===== src/rf_pkg.sv =====
// Shared widths and counts for the operand read stage
// Physical tag and data types, writeback source enum
// Forward source record used by the slots and muxes

package rf_pkg;

  // ==============================
  // Sizes
  // ==============================

  // Physical register tag width
  localparam int preg_w = 7;
  // Physical registers, one per tag value
  localparam int preg_num = 1 << preg_w;
  // Integer datapath width
  localparam int data_w = 64;

  // Producer pipes sharing the write port
  localparam int wb_src_num = 3;
  // Each pipe gives an ex1 source and a slot source
  localparam int fwd_src_num = 2 * wb_src_num;

  // ==============================
  // Types
  // ==============================

  typedef logic [preg_w-1:0] preg_t;
  typedef logic [data_w-1:0] preg_data_t;

  // Producers in round-robin order
  // Value doubles as the request/grant bit index
  typedef enum logic [1:0] {
    WB_IU0 = 2'd0,
    WB_IU1 = 2'd1,
    WB_LSU = 2'd2
  } wb_src_e;

  // One forward source, 72 bits
  // Order per read port:
  //   0 iu0 ex1, 1 iu0 slot,
  //   2 iu1 ex1, 3 iu1 slot,
  //   4 lsu ex1, 5 lsu slot
  typedef struct packed {
    logic       vld;
    preg_t      preg;
    preg_data_t data;
  } fwd_src_t;

endpackage


===== src/preg_fwd_mux.sv =====
// Operand forward select for one read port
// Six forward sources with register-file fallback
// Reports no-forward when the register file is used

`timescale 1ns/1ps

module preg_fwd_mux
  import rf_pkg::*;
(
  input  preg_t      src_preg,
  input  fwd_src_t   srcs [fwd_src_num],
  input  preg_data_t rf_data,
  output preg_data_t src_data,
  output logic       src_no_fwd
);

  logic [fwd_src_num-1:0] fwd_sel;
  logic                   fwd_one;
  preg_data_t             fwd_data;

  // ==============================
  // Tag match
  // ==============================

  // Valid source carrying the requested tag
  always_comb
  begin
    for (int i = 0; i < fwd_src_num; i++)
      fwd_sel[i] = srcs[i].vld && (srcs[i].preg == src_preg);
  end

  assign src_no_fwd = !(|fwd_sel);

  // Renamer keeps tags unique, so at most one hit
  assign fwd_one = $onehot(fwd_sel);

  // ==============================
  // Data select
  // ==============================

  // AND-OR over the hits
  always_comb
  begin
    fwd_data = '0;
    for (int i = 0; i < fwd_src_num; i++)
    begin
      if (fwd_sel[i])
        fwd_data = fwd_data | srcs[i].data;
    end
  end

  // No hit reads the file; a multiple hit gives zero
  always_comb
  begin
    if (src_no_fwd)
      src_data = rf_data;
    else if (fwd_one)
      src_data = fwd_data;
    else
      src_data = '0;
  end

endmodule


===== config.mk =====
export PLATFORM = sky130hd
export DESIGN_NAME = preg_fwd_mux
export DESIGN_NICKNAME = d
export VERILOG_FILES = /design/src/rf_pkg.sv /design/src/preg_fwd_mux.sv
export SDC_FILE = /design/constraint.sdc
export NUM_CORES = 1
export LEC_CHECK = 0
export ABC_AREA = 1
export BUFFER_PORTS_ARGS = -buffer_cell sky130_fd_sc_hd__buf_2
export CORE_AREA = 2 2 222 224
export DETAILED_ROUTE_END_ITERATION = 16
export DIE_AREA = 0 0 224 226
export GPL_ROUTABILITY_DRIVEN = 1
export MAX_ROUTING_LAYER = met4
export PLACE_DENSITY = 0.44
export SLEW_MARGIN = 15
export SYNTH_ARGS = -nofsm -noshare
export SYNTH_HDL_FRONTEND = slang
export SYNTH_SLANG_ARGS = --single-unit

===== constraint.sdc =====
create_clock -name vclk -period 5.16
set_input_delay 0 -clock vclk [all_inputs]
set_output_delay 0 -clock vclk [all_outputs]
set_load 0.01 [all_outputs]

# Word-level counts from Yosys, hierarchy flattened
# Cells that the tools add are included.
totals:
  input_bits: 503
  n_memories: 0
  ramBits: 0
  register_bits: 0
  latchBits: 0
  output_inout_bits: 65
  romBits: 0
  elab_cells: 33
classes:
  eq_ne: 7
  addsub: 5
  shifts: 0
  n_reduce_logical: 8
  order_cmp: 0
  mul: 0
  mux: 8
  bitwise_logic: 5
  div: 0
op_table:
  columns: ["operator", "n"]
  rows:
  - ["2-to-1 mux 64 bit", 8]
  - ["OR 64 bit", 5]
  - ["equality test 7 bit", 6]
  - ["adder 1 x 1 -> 2 bit", 3]
  - ["logical AND 1 bit", 6]
  - ["OR reduction 6 bit", 1]
  - ["adder 2 x 2 -> 3 bit", 1]
  - ["adder 3 x 2 -> 3 bit", 1]
  - ["equality test 3 x 1 -> 1 bit, second input constant", 1]
  - ["logical NOT 1 bit", 1]

# Depth between registers and ports, before layout
logic_depth:
  depth_word: 15
  ltp_mapped: 21
  ltp_nobuf: 17

# Worst setup path before layout
# No wires, ideal clock.
synth_timing:
  path_type: "input-to-output"
  startpoint: "input src_preg[5]"
  endpoint: "output src_data[10]"
  slack_ns: 1.826
  required_ns: 5.160
  cell_stages: 20
  arrival_time_ns: 3.334
  cell_sequence: "buf_4 inv_2 nand2_1 nand2_1 nand2_1 nor2_1 buf_2 buf_2 nand2_1 fa_1 fa_1 inv_1 ha_1 inv_1 fa_1 nand3_1 nor2_8 buf_6 nand2_1 nand2_1"
synth_between:
  elab_chain_cells: 15
  elab_cells_between_ends: 32
  classes_between: "add/sub: 5; eq/ne: 7; mux: 8; bitwise: 5; reduce/logical: 7"
synth_rtl:
  columns: ["element", "line_no", "source"]
  rows:
  - ["from (decl)", "preg_fwd_mux.sv:10", "input preg_t src_preg,"]
  - ["equality test 7 bit", "preg_fwd_mux.sv:29", "fwd_sel[i] = srcs[i].vld && (srcs[i].preg == src_preg);"]
  - ["logical AND 1 bit", "preg_fwd_mux.sv:29", null]
  - ["2-to-1 mux 64 bit", "preg_fwd_mux.sv:47", "if (fwd_sel[i])"]
  - ["OR 64 bit", "preg_fwd_mux.sv:48", "fwd_data = fwd_data | srcs[i].data;"]
  - ["2-to-1 mux 64 bit", "preg_fwd_mux.sv:47", null]
  - ["OR 64 bit", "preg_fwd_mux.sv:48", null]
  - ["2-to-1 mux 64 bit", "preg_fwd_mux.sv:47", null]
  - ["OR 64 bit", "preg_fwd_mux.sv:48", null]
  - ["2-to-1 mux 64 bit", "preg_fwd_mux.sv:47", null]
  - ["OR 64 bit", "preg_fwd_mux.sv:48", null]
  - ["2-to-1 mux 64 bit", "preg_fwd_mux.sv:47", null]
  - ["OR 64 bit", "preg_fwd_mux.sv:48", null]
  - ["2-to-1 mux 64 bit", "preg_fwd_mux.sv:47", null]
  - ["2-to-1 mux 64 bit", "preg_fwd_mux.sv:57", "else if (fwd_one)"]
  - ["2-to-1 mux 64 bit *", "preg_fwd_mux.sv:55", "if (src_no_fwd)"]
  - ["to (decl)", "preg_fwd_mux.sv:13", "output preg_data_t src_data,"]
# Every way passes the cells marked *; elsewhere a longest branch is shown, timed or not.

# Worst setup path after layout
layout_timing:
  startpoint: "input src_preg[0]"
  endpoint: "output src_data[35]"
# Same word-level chain as after synthesis.

==> results.py <==
metrics = {
    "floorplanning": {
        "chipHeight_um": 226,
        "die_area_um2": 50600,
        "std_cell_rows": 81,
        "die_x_um": 224,
        "initial_utilization": 0.117,
        "core_region_area_um2": 48300,
        "pin_count": 568,
    },
    "routing": {
        "drc_markers": 0,
        "via_count": 10300,
        "maxUsedRoutingLayer": "met4",
        "avgRoutedWirePerCell_um": 18.2,
        "drt-total-wl_um": 44000,
        "dr_wl_met3_um": 3080,
        "postRouteAntennaNets": 0,
        "post_drt_via_cell_ratio": 4.27,
        "first_pass_iteration_count_of_the_detailed_router": 7,
        "drtIter0Drc": 651,
        "wl_met2_um": 20800,
        "routedLengthMet1_um": 18600,
    },
    "pwr": {
        "internal_power_mw": 0.216,
        "netSwitchingPower_mw": 0.313,
        "power_frac_comb": 1.000,
        "power-per-cell-area_nw_per_um2": 58.5,
        "cellLeakagePower_nw": 5.77,
        "power.ir.vdd_worst_mv": 0.0307,
        "seq_power_share": 0,
        "power.clock.fraction": 0,
        "report.power.total_mw": 0.530,
        "power_switching_share": 0.592,
    },
    "placement": {
        "dp_hpwl_um": 34000,
        "port_bufs": 568,
        "gp_congestion": 0.914,
        "placement.cell_area_um2": 9050,
    },
    "sta": {
        "timing.final.max_slew_violations": 0,
        "max_slew.worst_pin.slew_ps": 951,
        "hold_viol_final": 0,
        "relSlewSlack": 0.366,
        "rsz0062_at_grt": "no",
        "period_utilisation_layout": 0.748,
        "setup_viol": 0,
        "maxClockFrequency_ghz": 0.259,
        "timing.setup.tns_ps": 0,
        "fin_crit_period_ps": 3860,
    },
    "worst_hold_path": {
        "hold_path_class": "in2out",
        "worstHoldEndpoint": "src_data[5]",
        "min_delay_path_depth": 4,
        "min_from": "rf_data[5]",
    },
    "setup_path": {
        "crit_chain": "buf_2 > inv_2 > nand2_1 > nand2_1 > inv_1 > nand2_1 > nor2_4 > nand2_1 > fa_1 > fa_1 > inv_1 > ha_1 > inv_1 > fa_1 > nand3_1 > nor2_8 > buf_12 > nand2_1 > nand2_1 > buf_2",
        "slowest_delay_ps": 590,
        "cp_max_fo": 34,
        "criticalPathCategory": "in2out",
        "critical_path.startpoint_type": "input pin",
        "cp_slowest_cell": "nor2_8",
        "required_ps": 5160,
        "timing.critical_path.mode_cell": "nand2_1",
        "arrival_ps": 3860,
        "timing.critical_path.to_type": "primary output",
        "worst-path-buf-inv": 7,
        "critical_path.top_delay_family": "adder cells",
    },
    "run": {
        "max_cap_viol_count": 0,
    },
    "clock_tree": {
        "cts_resized": 0,
        "postCtsHoldBufs": 0,
        "cts_setup_buffers": 0,
    },
    "logic_synthesis": {
        "synth_commonest_cells": "nand2_1, nand3_1, inv_1",
        "synth.lib_cells_used.distinct": 21,
        "synth_top_area_cell": "nand2_1",
        "synth_most_common_cell": "nand2_1",
        "synthCells": 1299,
        "top_post_synthesis_cells_by_area": "nand2_1, nand3_1, inv_1, buf_2, nor2_1",
        "synthesis.nets": 1807,
        "synth.avg_cell_area_um2": 4.37,
        "synth.top_cell.area_share": 0.380,
        "yosysWarningCount": 0,
        "synth-seq-area-share": 0,
        "synth_area_um2": 5680,
    },
    "finish": {
        "n_sequential_cell": 0,
        "sequential_cell_area_um2": 0,
        "fraction_of_layout_instances_using_a_drive_strength_above_1": 0.343,
        "antenna_cells_inserted": 0,
        "synthToLayoutAreaGrowth_pct": 59.4,
        "finish.net_count": 2301,
        "design_area_um2": 9050,
        "clockBufferCount": 0,
        "fillCellCount": 5873,
    },
    "global_route": {
        "gr-usage-all-layers": 0.167,
        "grt_start_max_net_pins": 65,
        "grt_antenna_before_repair": 0,
        "congestion_overflow_gr": 0,
        "grt_pass1_wl_um": 61500,
        "grt_pass1_vias": 9933,
    },
    "outcome": {
        "run_status": "finished, final reports clean",
    },
}
==> kinds of logic (layout without fill, tap and decap cells) <==
logic type,after synthesis,count (layout),share of synthesized area
buffers and inverters,223,715,0.176
AO/OA/AOI/OAI,6,6,0.00595
adder cells (fa/ha/maj),5,5,0.0150
AND/OR/NAND/NOR,1060,1060,0.795
XOR/XNOR,5,5,0.00771
==> metrics by stage <==
stage / setup WS [ps] / hold WS [ps] / std cells / util
floorplan: 1830 / 122 / 1299 / -
global placement: 1320 / 278 / 2413 / 0.187
detailed placement: 1290 / 278 / 2413 / 0.187
CTS: 1290 / 279 / 2413 / 0.187
global route: 1010 / 294 / 2413 / 0.187
finish: 1300 / 279 / 2413 / 0.187
==> cells in the final DEF, fill, tap and decap left out, drive strengths merged <==
cell and instances:
a21boi 1, buf 589, nor2 87, a21oi 4, o22ai 1, xnor2 5, nand4 2, inv 126
fa 3, nor4 1, nand3 395, ha 2, nand2 575
==> worst max-delay path by stage <==
| stage | startpoint | end | slack, ps | depth (start not counted) |
|---|---|---|---|---|
| final | src_preg[0] | src_data[35] | 1300 | 20 |
| after global routing | src_preg[0] | src_data[24] | 1010 | 20 |
| after CTS | src_preg[0] | src_data[35] | 1290 | 20 |
| after detailed placement | src_preg[0] | src_data[35] | 1290 | 20 |
| after global placement | src_preg[0] | src_data[1] | 1320 | 20 |
| after floorplan | src_preg[5] | src_data[10] | 1830 | 20 |
==> layer usage <==
metal	up-vias	GRT usage
li1	5073	-
met1	4588	0.208
met2	558	0.286
met3	86	0.0126
met4	0	0.0529
met5	-	-
==> cell type report <==
class / count / area (µm²) / share of cell area
inverters: 126 / 473 / 0.0523
multi-input cells: 1076 / 4790 / 0.529
well taps: 622 / 778 / 0.0860
repair buffers: 589 / 3010 / 0.333
==> power by group through the flow <==
| stage | clock network [mW] | registers [mW] | logic [mW] |
|---|---|---|---|
| final | 0 | 0 | 0.530 |
| after global routing | 0 | 0 | 0.576 |
| after CTS | 0 | 0 | 0.529 |
| after detailed placement | 0 | 0 | 0.526 |
| after global placement | 0 | 0 | 0.528 |
| after floorplan | 0 | 0 | 0.199 |
No activity file was read; power rests on OpenSTA's default activity.
