==> src/rf_pkg.sv <==
// Shared widths and counts for the operand read stage
// Physical tag and data types, writeback source enum
// Forward source record used by the slots and muxes

package rf_pkg;

  // ==============================
  // Sizes
  // ==============================

  // Physical register tag width
  localparam int preg_w = 7;
  // Physical registers, one per tag value
  localparam int preg_num = 1 << preg_w;
  // Integer datapath width
  localparam int data_w = 64;

  // Producer pipes sharing the write port
  localparam int wb_src_num = 3;
  // Each pipe gives an ex1 source and a slot source
  localparam int fwd_src_num = 2 * wb_src_num;

  // ==============================
  // Types
  // ==============================

  typedef logic [preg_w-1:0] preg_t;
  typedef logic [data_w-1:0] preg_data_t;

  // Producers in round-robin order
  // Value doubles as the request/grant bit index
  typedef enum logic [1:0] {
    WB_IU0 = 2'd0,
    WB_IU1 = 2'd1,
    WB_LSU = 2'd2
  } wb_src_e;

  // One forward source, 72 bits
  // Order per read port:
  //   0 iu0 ex1, 1 iu0 slot,
  //   2 iu1 ex1, 3 iu1 slot,
  //   4 lsu ex1, 5 lsu slot
  typedef struct packed {
    logic       vld;
    preg_t      preg;
    preg_data_t data;
  } fwd_src_t;

endpackage

==> src/wb_port_if.sv <==
// Request/grant link from one writeback slot
// to the shared register-file write arbiter

`timescale 1ns/1ps

interface wb_port_if
  import rf_pkg::*;
();

  // Level, high while the slot holds a result
  logic       req;
  // Combinational, one-hot over all ports
  logic       gnt;
  // Held tag and result
  preg_t      preg;
  preg_data_t data;

  // Slot side
  modport producer (
    output req,
    output preg,
    output data,
    input  gnt
  );

  // Arbiter side
  modport arbiter (
    input  req,
    input  preg,
    input  data,
    output gnt
  );

endinterface

==> src/wb_arbiter.sv <==
// Round-robin arbiter for the single register-file write port
// Picks one of three writeback slots and drives the write

`timescale 1ns/1ps

module wb_arbiter
  import rf_pkg::*;
(
  input  logic       clk,
  input  logic       rst_n,
  wb_port_if.arbiter port_iu0,
  wb_port_if.arbiter port_iu1,
  wb_port_if.arbiter port_lsu,
  output logic       we,
  output preg_t      waddr,
  output preg_data_t wdata
);

  logic [wb_src_num-1:0] req_vec;
  logic [wb_src_num-1:0] gnt_vec;
  wb_src_e               rr_ptr;
  wb_src_e               win_src;
  logic                  win_vld;

  // Following source in round-robin order
  function automatic wb_src_e next_src(input wb_src_e cur);
    case (cur)
      WB_IU0:  next_src = WB_IU1;
      WB_IU1:  next_src = WB_LSU;
      default: next_src = WB_IU0;
    endcase
  endfunction

  // Bit index matches the enum value
  assign req_vec = {port_lsu.req, port_iu1.req, port_iu0.req};

  // ==============================
  // Pick winner
  // ==============================

  // Scan from the pointer, first requester wins
  always_comb
  begin
    wb_src_e cand;
    win_vld = 1'b0;
    win_src = WB_IU0;
    cand    = rr_ptr;
    for (int i = 0; i < wb_src_num; i++)
    begin
      if (!win_vld && req_vec[cand])
      begin
        win_vld = 1'b1;
        win_src = cand;
      end
      cand = next_src(cand);
    end
  end

  // One-hot grant, only where req is high
  always_comb
  begin
    gnt_vec = '0;
    if (win_vld)
      gnt_vec[win_src] = 1'b1;
  end

  assign port_iu0.gnt = gnt_vec[WB_IU0];
  assign port_iu1.gnt = gnt_vec[WB_IU1];
  assign port_lsu.gnt = gnt_vec[WB_LSU];

  // Pointer moves past each winner
  always_ff @(posedge clk)
  begin
    if (!rst_n)
      rr_ptr <= WB_IU0;
    else if (win_vld)
      rr_ptr <= next_src(win_src);
  end

  // ==============================
  // Write port mux
  // ==============================

  assign we = win_vld;

  always_comb
  begin
    case (win_src)
      WB_IU1:
      begin
        waddr = port_iu1.preg;
        wdata = port_iu1.data;
      end
      WB_LSU:
      begin
        waddr = port_lsu.preg;
        wdata = port_lsu.data;
      end
      default:
      begin
        waddr = port_iu0.preg;
        wdata = port_iu0.data;
      end
    endcase
  end

endmodule

==> src/flat_wrapper.sv <==
// flat-port wrapper written by rule: the top's interface ports become plain ports
module wb_arbiter_flat import rf_pkg::*;
  (clk, rst_n, we, waddr, wdata, port_iu0_req, port_iu0_preg, port_iu0_data, port_iu0_gnt, port_iu1_req, port_iu1_preg, port_iu1_data, port_iu1_gnt, port_lsu_req, port_lsu_preg, port_lsu_data, port_lsu_gnt);
  wb_port_if port_iu0_i ();
  wb_port_if port_iu1_i ();
  wb_port_if port_lsu_i ();
  input  logic clk;
  input  logic rst_n;
  output logic we;
  output preg_t waddr;
  output preg_data_t wdata;
  input wire logic [$bits(port_iu0_i.req)-1:0] port_iu0_req;
  input wire logic [$bits(port_iu0_i.preg)-1:0] port_iu0_preg;
  input wire logic [$bits(port_iu0_i.data)-1:0] port_iu0_data;
  output wire logic [$bits(port_iu0_i.gnt)-1:0] port_iu0_gnt;
  input wire logic [$bits(port_iu1_i.req)-1:0] port_iu1_req;
  input wire logic [$bits(port_iu1_i.preg)-1:0] port_iu1_preg;
  input wire logic [$bits(port_iu1_i.data)-1:0] port_iu1_data;
  output wire logic [$bits(port_iu1_i.gnt)-1:0] port_iu1_gnt;
  input wire logic [$bits(port_lsu_i.req)-1:0] port_lsu_req;
  input wire logic [$bits(port_lsu_i.preg)-1:0] port_lsu_preg;
  input wire logic [$bits(port_lsu_i.data)-1:0] port_lsu_data;
  output wire logic [$bits(port_lsu_i.gnt)-1:0] port_lsu_gnt;
  assign port_iu0_i.req = port_iu0_req;
  assign port_iu0_i.preg = port_iu0_preg;
  assign port_iu0_i.data = port_iu0_data;
  assign port_iu0_gnt = port_iu0_i.gnt;
  assign port_iu1_i.req = port_iu1_req;
  assign port_iu1_i.preg = port_iu1_preg;
  assign port_iu1_i.data = port_iu1_data;
  assign port_iu1_gnt = port_iu1_i.gnt;
  assign port_lsu_i.req = port_lsu_req;
  assign port_lsu_i.preg = port_lsu_preg;
  assign port_lsu_i.data = port_lsu_data;
  assign port_lsu_gnt = port_lsu_i.gnt;
  wb_arbiter u_core (.clk(clk), .rst_n(rst_n), .port_iu0(port_iu0_i), .port_iu1(port_iu1_i), .port_lsu(port_lsu_i), .we(we), .waddr(waddr), .wdata(wdata));
endmodule
==> config.mk <==
export PLATFORM = sky130hd
export DESIGN_NAME = wb_arbiter_flat
export DESIGN_NICKNAME = d
export VERILOG_FILES = /design/src/rf_pkg.sv /design/src/wb_port_if.sv /design/src/wb_arbiter.sv /design/src/flat_wrapper.sv
export SDC_FILE = /design/constraint.sdc
export NUM_CORES = 1
export LEC_CHECK = 0
export ABC_AREA = 1
export ABC_CLOCK_PERIOD_IN_PS = 4200
export BUFFER_PORTS_ARGS = -buffer_cell sky130_fd_sc_hd__buf_2
export CORE_AREA = 2 2 115 117
export DETAILED_ROUTE_END_ITERATION = 12
export DIE_AREA = 0 0 117 119
export SYNTH_ARGS = -nofsm -noshare
export SYNTH_HDL_FRONTEND = slang
export SYNTH_SLANG_ARGS = --single-unit
==> constraint.sdc <==
create_clock -name clk -period 4.2 [get_ports clk]
set_input_delay 0.42 -clock clk [delete_from_list [all_inputs] [get_ports clk]]
set_output_delay 0.42 -clock clk [all_outputs]
set_load 0.01 [all_outputs]
Word level (Yosys, flattened, before mapping)
Cells that the tools add are included.

Register bits after elaboration: 2. Input port bits: 218. Output and inout port bits: 75. Logic and storage cells: 38.

Magnitude comparators: 5. Eq/ne operators: 4. Muxes and demuxes: 20. Reductions and logical operators: 8.

Operator list (count): $pmux 64 s2 (1); $pmux 7 s2 (1); $lt 2x3->1 const B (4); $pmux 2 s2 (3); $mux 1 (7); $bmux 1 s2 (3); $eq 2x1->1 const B (3); $logic_not 2->1 (3); $mux 2 (3); $logic_and 1x1->1 (3); $mux 3 (1); $demux 1 s2 (1); $eq 2x2->1 const B (1); $ge 2x1->1 const B (1); $logic_not 1->1 (2).

Longest topological paths before layout
Word-level depth: 14. Depth in mapped cells: 15. Depth with buffers taken out: 13.

Least setup slack after synthesis
No wires, ideal clock.

Path type: in2out. Start: input port port_iu0_req. End: output port waddr[0]. Arrival: 2.064 ns. Required time: 3.780 ns. Setup slack: 1.716 ns. Cell stages on the path: 12. Buffers on the path: 2. Path through: inv_1 -> nor3_2 -> nor2_2 -> nand2_1 -> nor2_2 -> a21oi_1 -> ha_1 -> buf_2 -> inv_2 -> clkbuf_1 -> nor2_1 -> a21oi_1.

Word-level cells in the longest chain between the ends: 11. Elaborated cells between the ends (all ways): 18. Classes of those cells: eq/ne: 2; mux: 12; reduce/logical: 4.

Ends and longest elaborated chain: start: declaration (RTL line flat_wrapper.sv:12) `input wire logic [$bits(port_iu0_i.req)-1:0] port_iu0_req;`; $bmux 1 s2 (RTL line wb_arbiter.sv:50) `if (!win_vld && req_vec[cand])`; $mux 1 (implied by the code) (RTL line wb_arbiter.sv:50); $mux 1 (RTL line wb_arbiter.sv:50); $logic_not 1->1 (RTL line wb_arbiter.sv:50); $logic_and 1x1->1 (RTL line wb_arbiter.sv:50); $mux 1 (RTL line wb_arbiter.sv:50); $logic_not 1->1 (RTL line wb_arbiter.sv:50); $logic_and 1x1->1 (RTL line wb_arbiter.sv:50); $mux 2 (*) (RTL line wb_arbiter.sv:50); $eq 2x2->1 or $eq 2x1->1 (tied branches) (RTL line wb_arbiter.sv:88) `case (win_src)`; $pmux 7 s2 (*) (RTL line wb_arbiter.sv:88); end: declaration (RTL line flat_wrapper.sv:10) `output preg_t waddr;`.

Mark *: on every way between the ends. The rest lies on a longest branch, timed or not. The select of a mux whose other input is x is not followed.

Worst setup path after layout
Start: register u_core.rr_ptr[1]. End: output port wdata[30].

Word-level cells in the longest chain between the ends: 11. Elaborated cells between the ends (all ways): 24. Classes of those cells: eq/ne: 4; mux: 14; reduce/logical: 6.

Ends and longest elaborated chain: start: declaration (RTL line wb_arbiter.sv:21) `wb_src_e rr_ptr;`; start signal: assignment (RTL line wb_arbiter.sv:77) `rr_ptr <= next_src(win_src);`; branches (longest 8 deep; another with $eq 2x1->1); $mux 2 (*) (RTL line wb_arbiter.sv:50); $eq 2x2->1 or $eq 2x1->1 (tied branches) (RTL line wb_arbiter.sv:88); $pmux 64 s2 (*) (RTL line wb_arbiter.sv:88); end: declaration (RTL line flat_wrapper.sv:11) `output preg_data_t wdata;`.

Mark *: on every way between the ends. The select of a mux whose other input is x is not followed.

==> out/qor_table.md <==
| Group | Parameter | Reported |
| --- | --- | --- |
| logic synthesis | Synth top cells by count | 144 x a21oi_1, 84 x nand2_1, 74 x nor2_1 |
| placed design | Setup WS pre-CTS | 1.25 ns |
| floorplanning | Die Y | 119 um |
| timing | Shortest clock period the worst path allows after layout | 3.18 ns |
| worst hold path | Hold Crit Endpoint | u_core.rr_ptr[0] |
| timing | Worst setup slack after layout | 1.02 ns |
| cells and area | Regs by FF count | u_core.rr_ptr x2 |
| placed design | Hpwl dp | 7.67 mm |
| timing | Period Utilization, post-route | 75.7% |
| timing | Headroom to the max-slew limit | 69.1% |
| logic synthesis | Proportion of netlist area held by the largest area contributor | 41.8% |
| pwr | Peak VDD IR | 0.000382 V |
| clock tree | Maximum level of the CTS H-tree | 1 |
| run | Number of max-cap violations | 0 |
| logic synthesis | Proportion of synthesized chip area in sequential cells | 2.32% |
| setup path | CP peak stage delay | 0.60 ns |
| setup path | Kind of end point of the critical path | output port |
| setup path | Number of cells on the worst reg-to-reg path | 12 |
| worst hold path | Hold path start | rst_n |
| logic synthesis | Area leader, netlist | a21oi_1 |
| timing | Setup skew after layout | 0.00314 ns |
| floorplanning | Floorplan die width | 117 um |
| worst hold path | Cell depth of the worst hold path | 3 |
| setup path | Required time worst endpoint | 3.78 ns |
| setup path | Crit Path Class | reg -> out |
| clock tree | Number of resized instances in the post-cts repair step | 0 |
| logic synthesis | Cell area after technology mapping | 0.00172 sq mm |
| setup path | Flop2flop setup slack | 2.37 ns |
| cells and area | Layout area overhead | 98.1% |
| setup path | Worst flop-to-flop path endpoint | u_core.rr_ptr[0] |
| route | Average wire length per cell after detail routing | 11.8 um |
| global routing | Number of global-route vias before repair | 3122 |
| clock tree | Deepest clock path buffer count | 2 |
| cells and area | Number of inserted filler cells in the final layout | 1514 |
| worst hold path | Path type of the worst min-delay path | in -> reg |
| global routing | Largest net degree at the start of global routing | 42 |
| clock tree | Cell at the root of the clock tree | clkbuf_16 |
| timing | Maximum clock rate | 0.315 GHz |
| route | DRC violations left | 0 |
| setup path | Startpoint Class | register |
| timing | Setup repair after global routing missed its margin | false |
| timing | Setup-violating endpoint count in the final report | 0 |
| run status | Run status | completed |
| cells and area | Number of nets in the layout | 864 |
| global routing | Antenna violations before repair | 0 |
| setup path | Series of cell instances along the critical path | nand3_2 > nand2_2 > nor2_2 > nand3_1 > nand2_1 > a21oi_1 > ha_2 > buf_4 > nand2_1 > a21oi_1 > buf_2 |
| logic synthesis | Async set-reset flop share out of synthesis | 0% |
| setup path | Crit path DAT | 2.76 ns |
| setup path | Crit-path slowest cell | dfxtp_1 |
| cells and area | Antenna cell count | 0 |
| global routing | Global Route Usage Sum | 12.7% |
| setup path | Start of the worst register-to-register path | u_core.rr_ptr[1] |
| logic synthesis | Most common cell in the netlist | a21oi_1 |
| timing | Pins over their slew limit | 0 |
| clock tree | Worst-skew pair later-pin latency | 0.22 ns |
| floorplanning | Die area | 0.0139 sq mm |
| pwr | LEAKAGE | 1.89 nW |
| clock tree | Total clock buffers created by CTS | 3 |
| placed design | Input/output buffers | 292 |
| logic synthesis | Post-Synthesis Cells | 370 |
| route | Vias after detailed routing | 3483 |
| route | Via/cell ratio | 4.27 |
| floorplanning | FP Rows | 42 |
| timing | Setup Total Neg Slack | 0 ns |
| logic synthesis | YS warnings | 0 |
| clock tree | CTS tree | yes |
| logic synthesis | Net count after synthesis | 592 |
| floorplanning | Number of top-level pins | 293 |
| route | Routed Wire Length | 9.62 mm |
| logic synthesis | EDFF count, synth | 0 |
| route | Initial DRC Count | 137 |
| global routing | Total congestion overflow | 0 |
| logic synthesis | Number of synthesized register bits | 2 |
| logic synthesis | Average size of a mapped cell | 4.66 sq um |
| logic synthesis | Cells taking the most area after synthesis | a21oi_1 42%, nand2_1 18%, nor2_1 16% |
| clock tree | Post CTS Setup Buffer Count | 0 |
| cells and area | Share of final-layout standard cells stronger than drive strength 1 | 49.8% |
| clock tree | CTS hold repair buffers | 0 |
| logic synthesis | Count of distinct cell types in the synthesized netlist | 20 |
| placed design | Routability cong. | 0.805 |
| setup path | CP Max Fanout | 24 |
| clock tree | # clock sinks | 2 |
| floorplanning | Starting density of the core | 13.4% |
| pwr | Power Dens Cells | 1040 mW/mm^2 |
| cells and area | Largest register FFs | 2 |
| clock tree | Register clock-pin slew on the reported worst setup and hold paths | 0.03 ns |
| logic synthesis | Most common flop cell mapped by yosys | dfxtp_1 |
| timing | Number of hold violations in the final report | 0 |
| route | Residual antenna-violating net count after detailed routing | 0 |
| global routing | Global-route wire length before repair | 14.5 mm |
| route | DR pass1 iterations | 4 |
| timing | Slew at the pin with the worst max-slew slack | 0.464 ns |
| floorplanning | Core area | 0.0129 sq mm |
| cells and area | Register with the most flip-flops | u_core.rr_ptr |
## cell usage in the layout, fill, tap and decap left out
cell	count
o211ai_1	1
ha_1	2
nor2_4	1
o2111ai_1	1
inv_1	8
nor2_1	74
inv_4	1
clkbuf_16	3
nand3_2	4
inv_2	3
nand2_2	2
buf_12	1
nand3_1	5
a21oi_1	144
ha_2	2
buf_4	7
buf_2	292
dfxtp_1	2
nand2_1	84
nor3_2	1
nor2_2	2
## critical path: cells and delay by family, from the launching register on
| family | cells | cell delay [ns] |
|---|---|---|
| and+or+nand+nor | 6 | 0.56 |
| DFF | 1 | 0.60 |
| AOI/OAI and AO/OA | 2 | 0.40 |
| adders and majority gates | 1 | 0.48 |
| buffers and inverters | 2 | 0.48 |
## cells by family (layout without fill, tap and decap cells)
| logic type | Yosys count | count (layout) | synth area share (%) |
|---|---|---|---|
| and+or+nand+nor | 173 | 173 | 40.9 |
| AOI/OAI and AO/OA | 146 | 146 | 42.8 |
| buffers and inverters | 45 | 315 | 11.1 |
| adders and majority gates | 4 | 4 | 2.90 |
| DFF | 2 | 2 | 2.32 |
## routing by layer
layer  up-vias  global-route usage (%)  part of all wire [%]
met2       173                    24.2                    51
met5         -                       0                     0
met1      1538                    15.6                    42
li1       1770                       -                     -
met4         0                    1.40                  0.18
met3         2                    1.02                   6.6
## power by group
group	switching, W	internal, W
sequential	0.0000284	0.0000279
clock	0.0000225	0.000121
combinational	0.00209	0.00125
## worst max path at each step
stage / startpoint / end / slack, ns / cells past startpoint
floorplan: port_iu0_req / waddr[0] / 1.72 / 12
global placement: u_core.rr_ptr[1] / wdata[56] / 1.27 / 11
detailed placement: u_core.rr_ptr[1] / wdata[56] / 1.25 / 11
CTS: u_core.rr_ptr[1] / wdata[30] / 1.00 / 11
global route: u_core.rr_ptr[1] / wdata[56] / 0.71 / 11
finish: u_core.rr_ptr[1] / wdata[30] / 1.02 / 11
## through the flow
step | cell area (sq um) | cells | power (W) | hold slack [ns] | utilization (%)
floorplan | 1720 | 370 | 0.00213 | 0.529 | -
global placement | 3340 | 813 | 0.00342 | 0.650 | 25.9
detailed placement | 3340 | 813 | 0.00340 | 0.655 | 25.9
CTS | 3410 | 816 | 0.00356 | 0.427 | 26.5
global route | 3410 | 816 | 0.00395 | 0.433 | 26.5
finish | 3410 | 816 | 0.00354 | 0.428 | 26.5
## layout make-up
cell class,count,area [sq um],area share (%)
tap,176,220,6.45
sequential,2,40.0,1.17
timing repair buffer,300,1530,44.9
multi-input combinational,323,1500,43.8
inverter,12,47.5,1.39
clock buffer,3,75.1,2.20
(Power assumes the default switching activity.)
