**src/rf_pkg.sv**
```systemverilog
// Shared widths and counts for the operand read stage
// Physical tag and data types, writeback source enum
// Forward source record used by the slots and muxes

package rf_pkg;

  // ==============================
  // Sizes
  // ==============================

  // Physical register tag width
  localparam int preg_w = 7;
  // Physical registers, one per tag value
  localparam int preg_num = 1 << preg_w;
  // Integer datapath width
  localparam int data_w = 64;

  // Producer pipes sharing the write port
  localparam int wb_src_num = 3;
  // Each pipe gives an ex1 source and a slot source
  localparam int fwd_src_num = 2 * wb_src_num;

  // ==============================
  // Types
  // ==============================

  typedef logic [preg_w-1:0] preg_t;
  typedef logic [data_w-1:0] preg_data_t;

  // Producers in round-robin order
  // Value doubles as the request/grant bit index
  typedef enum logic [1:0] {
    WB_IU0 = 2'd0,
    WB_IU1 = 2'd1,
    WB_LSU = 2'd2
  } wb_src_e;

  // One forward source, 72 bits
  // Order per read port:
  //   0 iu0 ex1, 1 iu0 slot,
  //   2 iu1 ex1, 3 iu1 slot,
  //   4 lsu ex1, 5 lsu slot
  typedef struct packed {
    logic       vld;
    preg_t      preg;
    preg_data_t data;
  } fwd_src_t;

endpackage

```
**src/wb_port_if.sv**
```systemverilog
// Request/grant link from one writeback slot
// to the shared register-file write arbiter

`timescale 1ns/1ps

interface wb_port_if
  import rf_pkg::*;
();

  // Level, high while the slot holds a result
  logic       req;
  // Combinational, one-hot over all ports
  logic       gnt;
  // Held tag and result
  preg_t      preg;
  preg_data_t data;

  // Slot side
  modport producer (
    output req,
    output preg,
    output data,
    input  gnt
  );

  // Arbiter side
  modport arbiter (
    input  req,
    input  preg,
    input  data,
    output gnt
  );

endinterface

```
**src/preg_wb_slot.sv**
```systemverilog
// Writeback slot for one producer pipe
// Holds a result until the write port is granted
// Exports incoming and held results as forward sources

`timescale 1ns/1ps

module preg_wb_slot
  import rf_pkg::*;
(
  input  logic       clk,
  input  logic       rst_n,
  input  logic       res_vld,
  input  preg_t      res_preg,
  input  preg_data_t res_data,
  output logic       res_ready,
  wb_port_if.producer wb,
  output fwd_src_t   ex1_fwd,
  output fwd_src_t   slot_fwd
);

  logic       slot_full;
  preg_t      slot_preg;
  preg_data_t slot_data;
  logic       res_accept;

  // ==============================
  // Accept and drain
  // ==============================

  // Free now, or frees at this edge through the grant
  assign res_ready  = !slot_full || wb.gnt;
  assign res_accept = res_vld && res_ready;

  // Valid bit
  // load wins over drain when both happen at one edge
  always_ff @(posedge clk)
  begin
    if (!rst_n)
      slot_full <= 1'b0;
    else if (res_accept)
      slot_full <= 1'b1;
    else if (wb.gnt)
      slot_full <= 1'b0;
  end

  // Payload, only the valid bit is cleared
  always_ff @(posedge clk)
  begin
    if (res_accept)
    begin
      slot_preg <= res_preg;
      slot_data <= res_data;
    end
  end

  // ==============================
  // Write request
  // ==============================

  assign wb.req  = slot_full;
  assign wb.preg = slot_preg;
  assign wb.data = slot_data;

  // ==============================
  // Forward sources
  // ==============================

  // Result entering the pipe this cycle
  assign ex1_fwd.vld  = res_vld;
  assign ex1_fwd.preg = res_preg;
  assign ex1_fwd.data = res_data;

  // Result waiting for the write port
  assign slot_fwd.vld  = slot_full;
  assign slot_fwd.preg = slot_preg;
  assign slot_fwd.data = slot_data;

endmodule

```
**src/flat_wrapper.sv**
```systemverilog
// flat-port wrapper written by rule: the top's interface ports become plain ports
module preg_wb_slot_flat import rf_pkg::*;
  (clk, rst_n, res_vld, res_preg, res_data, res_ready, ex1_fwd, slot_fwd, wb_req, wb_preg, wb_data, wb_gnt);
  wb_port_if wb_i ();
  input  logic clk;
  input  logic rst_n;
  input  logic res_vld;
  input  preg_t res_preg;
  input  preg_data_t res_data;
  output logic res_ready;
  output fwd_src_t ex1_fwd;
  output fwd_src_t slot_fwd;
  output wire logic [$bits(wb_i.req)-1:0] wb_req;
  output wire logic [$bits(wb_i.preg)-1:0] wb_preg;
  output wire logic [$bits(wb_i.data)-1:0] wb_data;
  input wire logic [$bits(wb_i.gnt)-1:0] wb_gnt;
  assign wb_req = wb_i.req;
  assign wb_preg = wb_i.preg;
  assign wb_data = wb_i.data;
  assign wb_i.gnt = wb_gnt;
  preg_wb_slot u_core (.clk(clk), .rst_n(rst_n), .res_vld(res_vld), .res_preg(res_preg), .res_data(res_data), .res_ready(res_ready), .wb(wb_i), .ex1_fwd(ex1_fwd), .slot_fwd(slot_fwd));
endmodule
```
**config.mk**
```make
export PLATFORM = sky130hd
export DESIGN_NAME = preg_wb_slot_flat
export DESIGN_NICKNAME = d
export VERILOG_FILES = /design/src/rf_pkg.sv /design/src/wb_port_if.sv /design/src/preg_wb_slot.sv /design/src/flat_wrapper.sv
export SDC_FILE = /design/constraint.sdc
export NUM_CORES = 1
export LEC_CHECK = 0
export ABC_AREA = 1
export BUFFER_PORTS_ARGS = -buffer_cell sky130_fd_sc_hd__clkbuf_2
export CORE_MARGIN = 10
export CORE_UTILIZATION = 30
export DETAILED_ROUTE_END_ITERATION = 8
export PLACE_DENSITY = 0.68
export SYNTH_ARGS = -nofsm -noshare
export SYNTH_HDL_FRONTEND = slang
export SYNTH_SLANG_ARGS = --single-unit
```
**constraint.sdc**
```tcl
create_clock -name clk -period 10.14 [get_ports clk]
set_input_delay 0.507 -clock clk [delete_from_list [all_inputs] [get_ports clk]]
set_output_delay 0.507 -clock clk [all_outputs]
set_load 0.02 [all_outputs]
```
Word-level counts from Yosys, hierarchy flattened
Index checks and enable logic that the tools add are counted.
W data, S select, Z words.
{ "totals": {"input_bits": 75, "output_inout_bits": 217, "reg_bits": 72} }
{ "op_classes": {"n_reduce_logical": 4, "mux": 2} }
{ "op_table": {"columns": ["operator", "n"], "rows": [
  ["$mux W1", 2],
  ["$reduce_bool A2 Y1", 1],
  ["$logic_and A1 B1 Y1", 1],
  ["$logic_not A1 Y1", 1],
  ["$logic_or A1 B1 Y1", 1]
]} }

Depth between registers and ports, before layout
Gate-level depths: netlist (run 1).
{ "depth": {"word_depth": 4, "ltp_mapped": 3} }

Worst setup path after synthesis (run 1)
No wires, ideal clock.
{ "synth_timing": {"kind": "input -> register", "startpoint": "input port res_vld", "endpoint": "register u_core.slot_data[0] (netlist: u_core.wb.data[0]) (enable)", "setup_slack_ns": 5.611, "path_stages": 2, "arrival_ns": 4.005, "setup_ns": 0.524, "path_buffers": 0, "cell_sequence": "inv_1 -> a21oi_1"} }
{ "synth_via": {"elab_chain_cells": 1} }
{ "synth_rtl": {"columns": ["item", "line_no", "rtl"], "rows": [
  ["start: declaration", "flat_wrapper.sv:7", "input logic res_vld;"],
  ["$logic_and A1 B1 Y1", "preg_wb_slot.sv:32", "assign res_accept = res_vld && res_ready;"],
  ["net u_core.res_accept", "preg_wb_slot.sv:24", "logic res_accept;"],
  ["end signal: assignment", "preg_wb_slot.sv:52", "slot_data <= res_data;"],
  ["end: declaration", "preg_wb_slot.sv:23", "preg_data_t slot_data;"]
]} }
The timed path passes the listed nets, and every way through them passes these cells.
A chain may end at the register's enable or synchronous reset.

Worst setup path after layout (run 1)
{ "layout_timing": {"startpoint": "register u_core.slot_full (netlist: u_core.wb.req)", "endpoint": "register u_core.slot_preg[0] (netlist: u_core.wb.preg[0]) (enable)"} }
{ "layout_via": {"elab_chain_cells": 3} }
{ "layout_rtl": {"columns": ["item", "line_no", "rtl"], "rows": [
  ["start: declaration", "preg_wb_slot.sv:21", "logic slot_full;"],
  ["start signal: assignment", "preg_wb_slot.sv:39", "slot_full <= 1'b0;"],
  ["start signal: assignment", "preg_wb_slot.sv:41", "slot_full <= 1'b1;"],
  ["start signal: assignment", "preg_wb_slot.sv:43", "slot_full <= 1'b0;"],
  ["$logic_not A1 Y1", "preg_wb_slot.sv:31", "assign res_ready = !slot_full || wb.gnt;"],
  ["$logic_or A1 B1 Y1", "preg_wb_slot.sv:31", null],
  ["$logic_and A1 B1 Y1", "preg_wb_slot.sv:32", null],
  ["net u_core.res_accept", "preg_wb_slot.sv:24", null],
  ["end signal: assignment", "preg_wb_slot.sv:51", "slot_preg <= res_preg;"],
  ["end: declaration", "preg_wb_slot.sv:22", "preg_t slot_preg;"]
]} }
The timed path passes the listed nets, and every way through them passes these cells.

==> results of run 1 <==
## layout make-up
cell class | instances | area, um2 | area share
Clock inverter | 5 | 26.3 | 0.00660
Clock buffer | 9 | 124 | 0.0311
Sequential cell | 72 | 2150 | 0.540
Timing Repair Buffer | 292 | 1460 | 0.367
Multi-Input combinational cell | 3 | 31.3 | 0.00785
Inverter | 3 | 11.3 | 0.00283
Tap cell | 140 | 175 | 0.0440
## worst max-delay path by stage
| stage | start | to | slack [ns] | cells after the start |
|---|---|---|---|---|
| 5_1_grt | u_core.wb.req | u_core.wb.preg[0] | 8.45 | 2 |
| 3_5_place_dp | res_vld | u_core.wb.preg[2] | 8.22 | 4 |
| 4_1_cts | u_core.wb.req | u_core.wb.preg[0] | 8.50 | 2 |
| 2_1_floorplan | res_vld | u_core.wb.data[0] | 5.61 | 2 |
| 3_3_place_gp | res_vld | u_core.wb.preg[0] | 8.29 | 4 |
| 6_report | u_core.wb.req | u_core.wb.preg[0] | 8.52 | 2 |
## per-stage QoR
| step | std cells | setup slack (ns) |
|---|---|---|
| finish | 524 | 8.52 |
| global route | 524 | 8.45 |
| CTS | 524 | 8.50 |
| detailed placement | 510 | 8.22 |
| global placement | 510 | 8.29 |
| floorplan | 222 | 5.61 |
## cells by family (layout without fill, tap and decap cells)
family,after synthesis,count (layout)
DFF,72,72
AOI/OAI and AO/OA,2,2
buffers and inverters,147,309
and+or+nand+nor,1,1
## flip-flops by register name, indices dropped and copies added, names as in the netlist
signal          flops
u_core.wb.preg      7
u_core.wb.req       1
u_core.wb.data     64
## cells in the mapped netlist
master    instances
a21oi_1           1
a21oi_2           1
inv_1             2
nand2_2           1
buf_4           144
inv_2             1
dfxtp_1           1
edfxtp_1         71
## report_power, final
part	internal, mW	switching, mW	total [mW]
Sequential	0.349	0.00917	0.358
Clock	0.0838	0.0988	0.183
Combinational	0.0412	0.0969	0.138
## layer usage
layer,track usage,share of wire,vias up
met3,0.0757,0.13,9
met2,0.195,0.52,151
met4,0.0343,0.012,0
met5,0,0,-
met1,0.104,0.33,907
li1,-,-,922
## worst register-to-register path: cells and delay by family (launching register included)
family | cells | cell delay [ns]
AOI/OAI and AO/OA | 1 | 0.15
DFF | 1 | 0.36
buffers and inverters | 1 | 0.67
==> run metrics, run 1 <==
Die Footprint=around 0.015 mm2; total gr overflow=0; Post-CTS Setup Bufs=0; Tmin final=about 1.6 ns; Hold Path Origin=res_data[26]; Maximum Capacitance Violations=0; Max VDD drop=0.0617 mV; core area=around 0.011 mm2; Crit path buffers/inverters=1; FF-to-FF Start=u_core.wb.req; end of the worst register-to-register path=u_core.wb.preg[0]; TritonCTS clock tree=built; Seq/Total Area, Yosys=0.659; Slew @ Worst Pin=between 0.8 and 0.9 ns; post-synthesis mux area share=0; critical path required time=10.09 ns; Worst-Skew Late Latency=0.33 ns; # fillers=1081; Final ANT Viol Nets=0; CP top delay family=buffers and inverters; clk buf depth=2; Synth top area share=0.653; Setup-failing EPs final=0; CP max-delay cell=buf_4; CP Cell Sequence=a21oi_4 -> buf_4; Post-Synthesis Cells=around 220; area grow syn2layout=22.0%; Num CTS Buffers=9; largest cells by area after synthesis=edfxtp_1 (65%), buf_4 (33%), dfxtp_1 (0.61%); Initial DRC Count=63; post-synthesis net count=297; IO Pins=about 290; status=finished clean; IO Port Bufs=between 200 and 300; Worst Skew=about 0.0096 ns; CTS Hold Bufs=0; final-report max-slew violation count=0; average cell area after synthesis=roughly 15 um2; Final Util=0.371; Routed wire per std cell=about 18 um; routability cong.=just over 0.8; Hold Violations, Final=0; CTS sink count=72; post-CTS sizing=0; Distinct cells, synth=8; total global-route track usage=0.112; post-synthesis compound-gate area fraction=0.00422; combinational family with the most area after synthesis=buffers and inverters; reg-to-reg setup timing slack=~8.5 ns; R2R depth=2; CP endpoint kind=register; CTS clock-pin slew for the worst setup and hold paths=around 0.080 ns; area of the mapped netlist=around 0.0033 mm2; vias per cell=around 3.8; commonest non-fill, non-tap cell in the layout=clkbuf_2; arrival time at the worst endpoint=about 1.6 ns; Synth Warn #=0; hpwl dp=a little over 8 mm; Worst Hold Class=input port to register; vias in the first global route=between 2000 and 2500; flops & latches, synth=between 70 and 80; CP Class=register to register; CTS H-tree lvls=3; commonest non-fill, non-tap cells in the layout=clkbuf_2 (291), edfxtp_1 (71), clkbuf_8 (9), clkinv_2 (3), inv_1 (2); Synth area leader=edfxtp_1; Die W=about 120 um; nets=about 460; Final Instance Area=0.00398 mm2; Pwr Total=0.678 mW; Ant. Diodes=0; fmax=617 MHz; CTS root buf=clkbuf_8; WHS Endpoint=u_core.wb.data[26]; Initial Util=0.304; Synth Area in XOR/XNOR=0; global-route wire length before repair=between 10 and 15 mm; post-place instance area=about 0.0038 mm2; adder-cell share of the synthesized area=0; max incr delay on CP=between 0.6 and 0.7 ns; Rel. slew slack=0.414; 1st-pass router iterations=4; setup TNS=0 ns; leakage=approximately 2 nW; share of cells above drive strength 1=0.805; power per cell area=about 170 mW/mm2; Period Utilization, post-route=0.160; Hold Path Stages=1; crit path max fanout=just over 70; DR vias=around 2000; RSZ-0062 raised after global routing=false; FP Rows=38; Synth Area in Simple Gates=0.00192; Critical Path Source Type=register; largest net degree at the start of global routing=72; antenna violations before repair=0; Vert. Die Dim=~120 um; routed wire length=9.26 mm; # DRC=0; Worst Hold Slack=0.355 ns
Note: power is estimated with default switching activity, not from simulation.
==> run 2, diff against run 1 <==
- clock period: 10.14 -> 1.5 ns (I/O delays scaled with it)
==> run metrics, run 2 (same netlist as run 1, synthesis figures left out) <==
status=finished clean; Critical Path Source Type=register; routability cong.=around 0.77; clock power share=0.318; total global-route track usage=0.131; Hold Violations, Final=0; final-report max-slew violation count=0; routed wire length=between 10 and 15 mm; vias in the first global route=approximately 2700; Worst Hold Class=input port to register; CP endpoint kind=register; area grow syn2layout=47.4%; # DRC=0; antenna violations before repair=0; leakage=2.35 nW; IO Pins=292; power share of the sequential group=0.466; CTS sink count=72; global-route wire length before repair=15.9 mm; Maximum Capacitance Violations=0; CTS clock-pin slew for the worst setup and hold paths=around 0.080 ns; 1st-pass router iterations=4; Pint=3.69 mW; arrival time at the worst endpoint=between 1 and 1.5 ns; R2R depth=3; Ant. Diodes=0; FP Rows=38; CP endpoint=u_core.wb.req; crit path max fanout=4; max FFs per register=between 60 and 70; end of the worst register-to-register path=u_core.wb.req; DR vias=around 2300; Rel. slew slack=0.867; Max VDD drop=0.496 mV; Tmin final=between 1 and 1.5 ns; Die Footprint=0.0155 mm2; Logic pwr share=0.215; reg-to-reg setup timing slack=between 0.3 and 0.4 ns; nets=530; post-route setup slack=around 0.36 ns; clk buf depth=2; core area=0.0107 mm2; total gr overflow=0; Die W=124 um; largest net degree at the start of global routing=37; pre-CTS WS=~0.38 ns; Worst Hold Slack=between 0.3 and 0.4 ns; Num CTS Buffers=9; Vert. Die Dim=124 um; fmax=between 800 and 900 MHz; RSZ-0062 raised after global routing=false; Slew @ Worst Pin=between 0.15 and 0.2 ns; IO Port Bufs=slightly below 300; Worst-Skew Late Latency=between 0.3 and 0.4 ns; Period Utilization, post-route=0.763; Initial DRC Count=between 100 and 150; commonest non-fill, non-tap cells in the layout=clkbuf_2 (291), dlygate4sd3_1 (73), edfxtp_1 (71), clkbuf_8 (9); Final ANT Viol Nets=0; Worst Skew=approximately 0.0084 ns; # fillers=a little under 1000; CP Class=register to register; vias per cell=~3.9; commonest non-fill, non-tap cell in the layout=clkbuf_2; power per cell area=approximately 1100 mW/mm2; FF-to-FF Start=u_core.wb.req; switching power total=1.48 mW; Routed wire per std cell=17.7 um; CP startpoint=u_core.wb.req; share of cells above drive strength 1=0.678; Setup-failing EPs final=0; Switching Share=0.286; TritonCTS clock tree=built; CTS root buf=clkbuf_8; post-CTS sizing=0; CTS H-tree lvls=3; Initial Util=0.304; critical path required time=~1.8 ns
run 2: cell count changes in the layout (fill, tap and decap cells not counted), sizes merged:
cell | previous run | this run
buf | 1 | 2
dlygate4sd3 | 0 | 73
clkbuf | 300 | 301
clkinvlp | 1 | 2
clkinv | 4 | 2
bufinv | 0 | 2
run 2: critical path, cell delays in order (launching register included):
cell and delay, ns:
dfxtp_4 0.38, nand2_2 0.07, a21oi_2 0.10, dlygate4sd3_1 0.54
run 2: routing by layer:
| metal | vias up | global-route usage | share of wire |
|---|---|---|---|
| met5 | - | 0 | 0 |
| met2 | 168 | 0.236 | 0.54 |
| met3 | 18 | 0.0668 | 0.096 |
| met4 | 0 | 0.0432 | 0.019 |
| met1 | 1089 | 0.125 | 0.34 |
| li1 | 1071 | - | - |
run 2: cell type report:
cell class | count | area, um2 | share of cell area
sequential | 72 | 2160 | 0.448
clock buffer | 10 | 128 | 0.0265
inverter | 3 | 11.3 | 0.00234
multi-input combinational | 3 | 31.3 | 0.00650
clock inverter | 6 | 83.8 | 0.0174
tap | 140 | 175 | 0.0364
timing repair buffer | 366 | 2230 | 0.463
run 2: metrics by stage:
stage	instances	power, mW	area (um2)	TNS, ns	util
floorplan	222	3.22	3280	-36.23	-
global placement	511	3.42	3870	0	0.360
detailed placement	511	3.43	3870	0	0.360
CTS	600	5.26	4810	0	0.448
global route	600	5.42	4810	0	0.448
finish	600	5.17	4810	0	0.448
run 2: worst min path at each step:
stage / start / end / cells after the start
6_report: wb_gnt / u_core.wb.data[19] / 4
5_1_grt: wb_gnt / u_core.wb.data[19] / 4
4_1_cts: wb_gnt / u_core.wb.data[53] / 4
3_5_place_dp: res_data[51] / u_core.wb.data[51] / 1
3_3_place_gp: res_data[39] / u_core.wb.data[39] / 1
2_1_floorplan: res_data[0] / u_core.wb.data[0] / 0
run 2: power groups by stage:
stage | clock network (mW) | registers (mW) | logic, mW
6_report | 1.65 | 2.41 | 1.11
5_1_grt | 1.82 | 2.43 | 1.18
4_1_cts | 1.72 | 2.41 | 1.12
3_5_place_dp | 0 | 2.46 | 0.973
3_3_place_gp | 0 | 2.45 | 0.970
2_1_floorplan | 0 | 2.60 | 0.621
run 2: timing repair:
| action | 4_1_cts | 5_1_grt |
|---|---|---|
| buffers inserted | 0 | 0 |
| endpoints found under the hold margin | 72 | 0 |
| hold buffers | 73 | 0 |
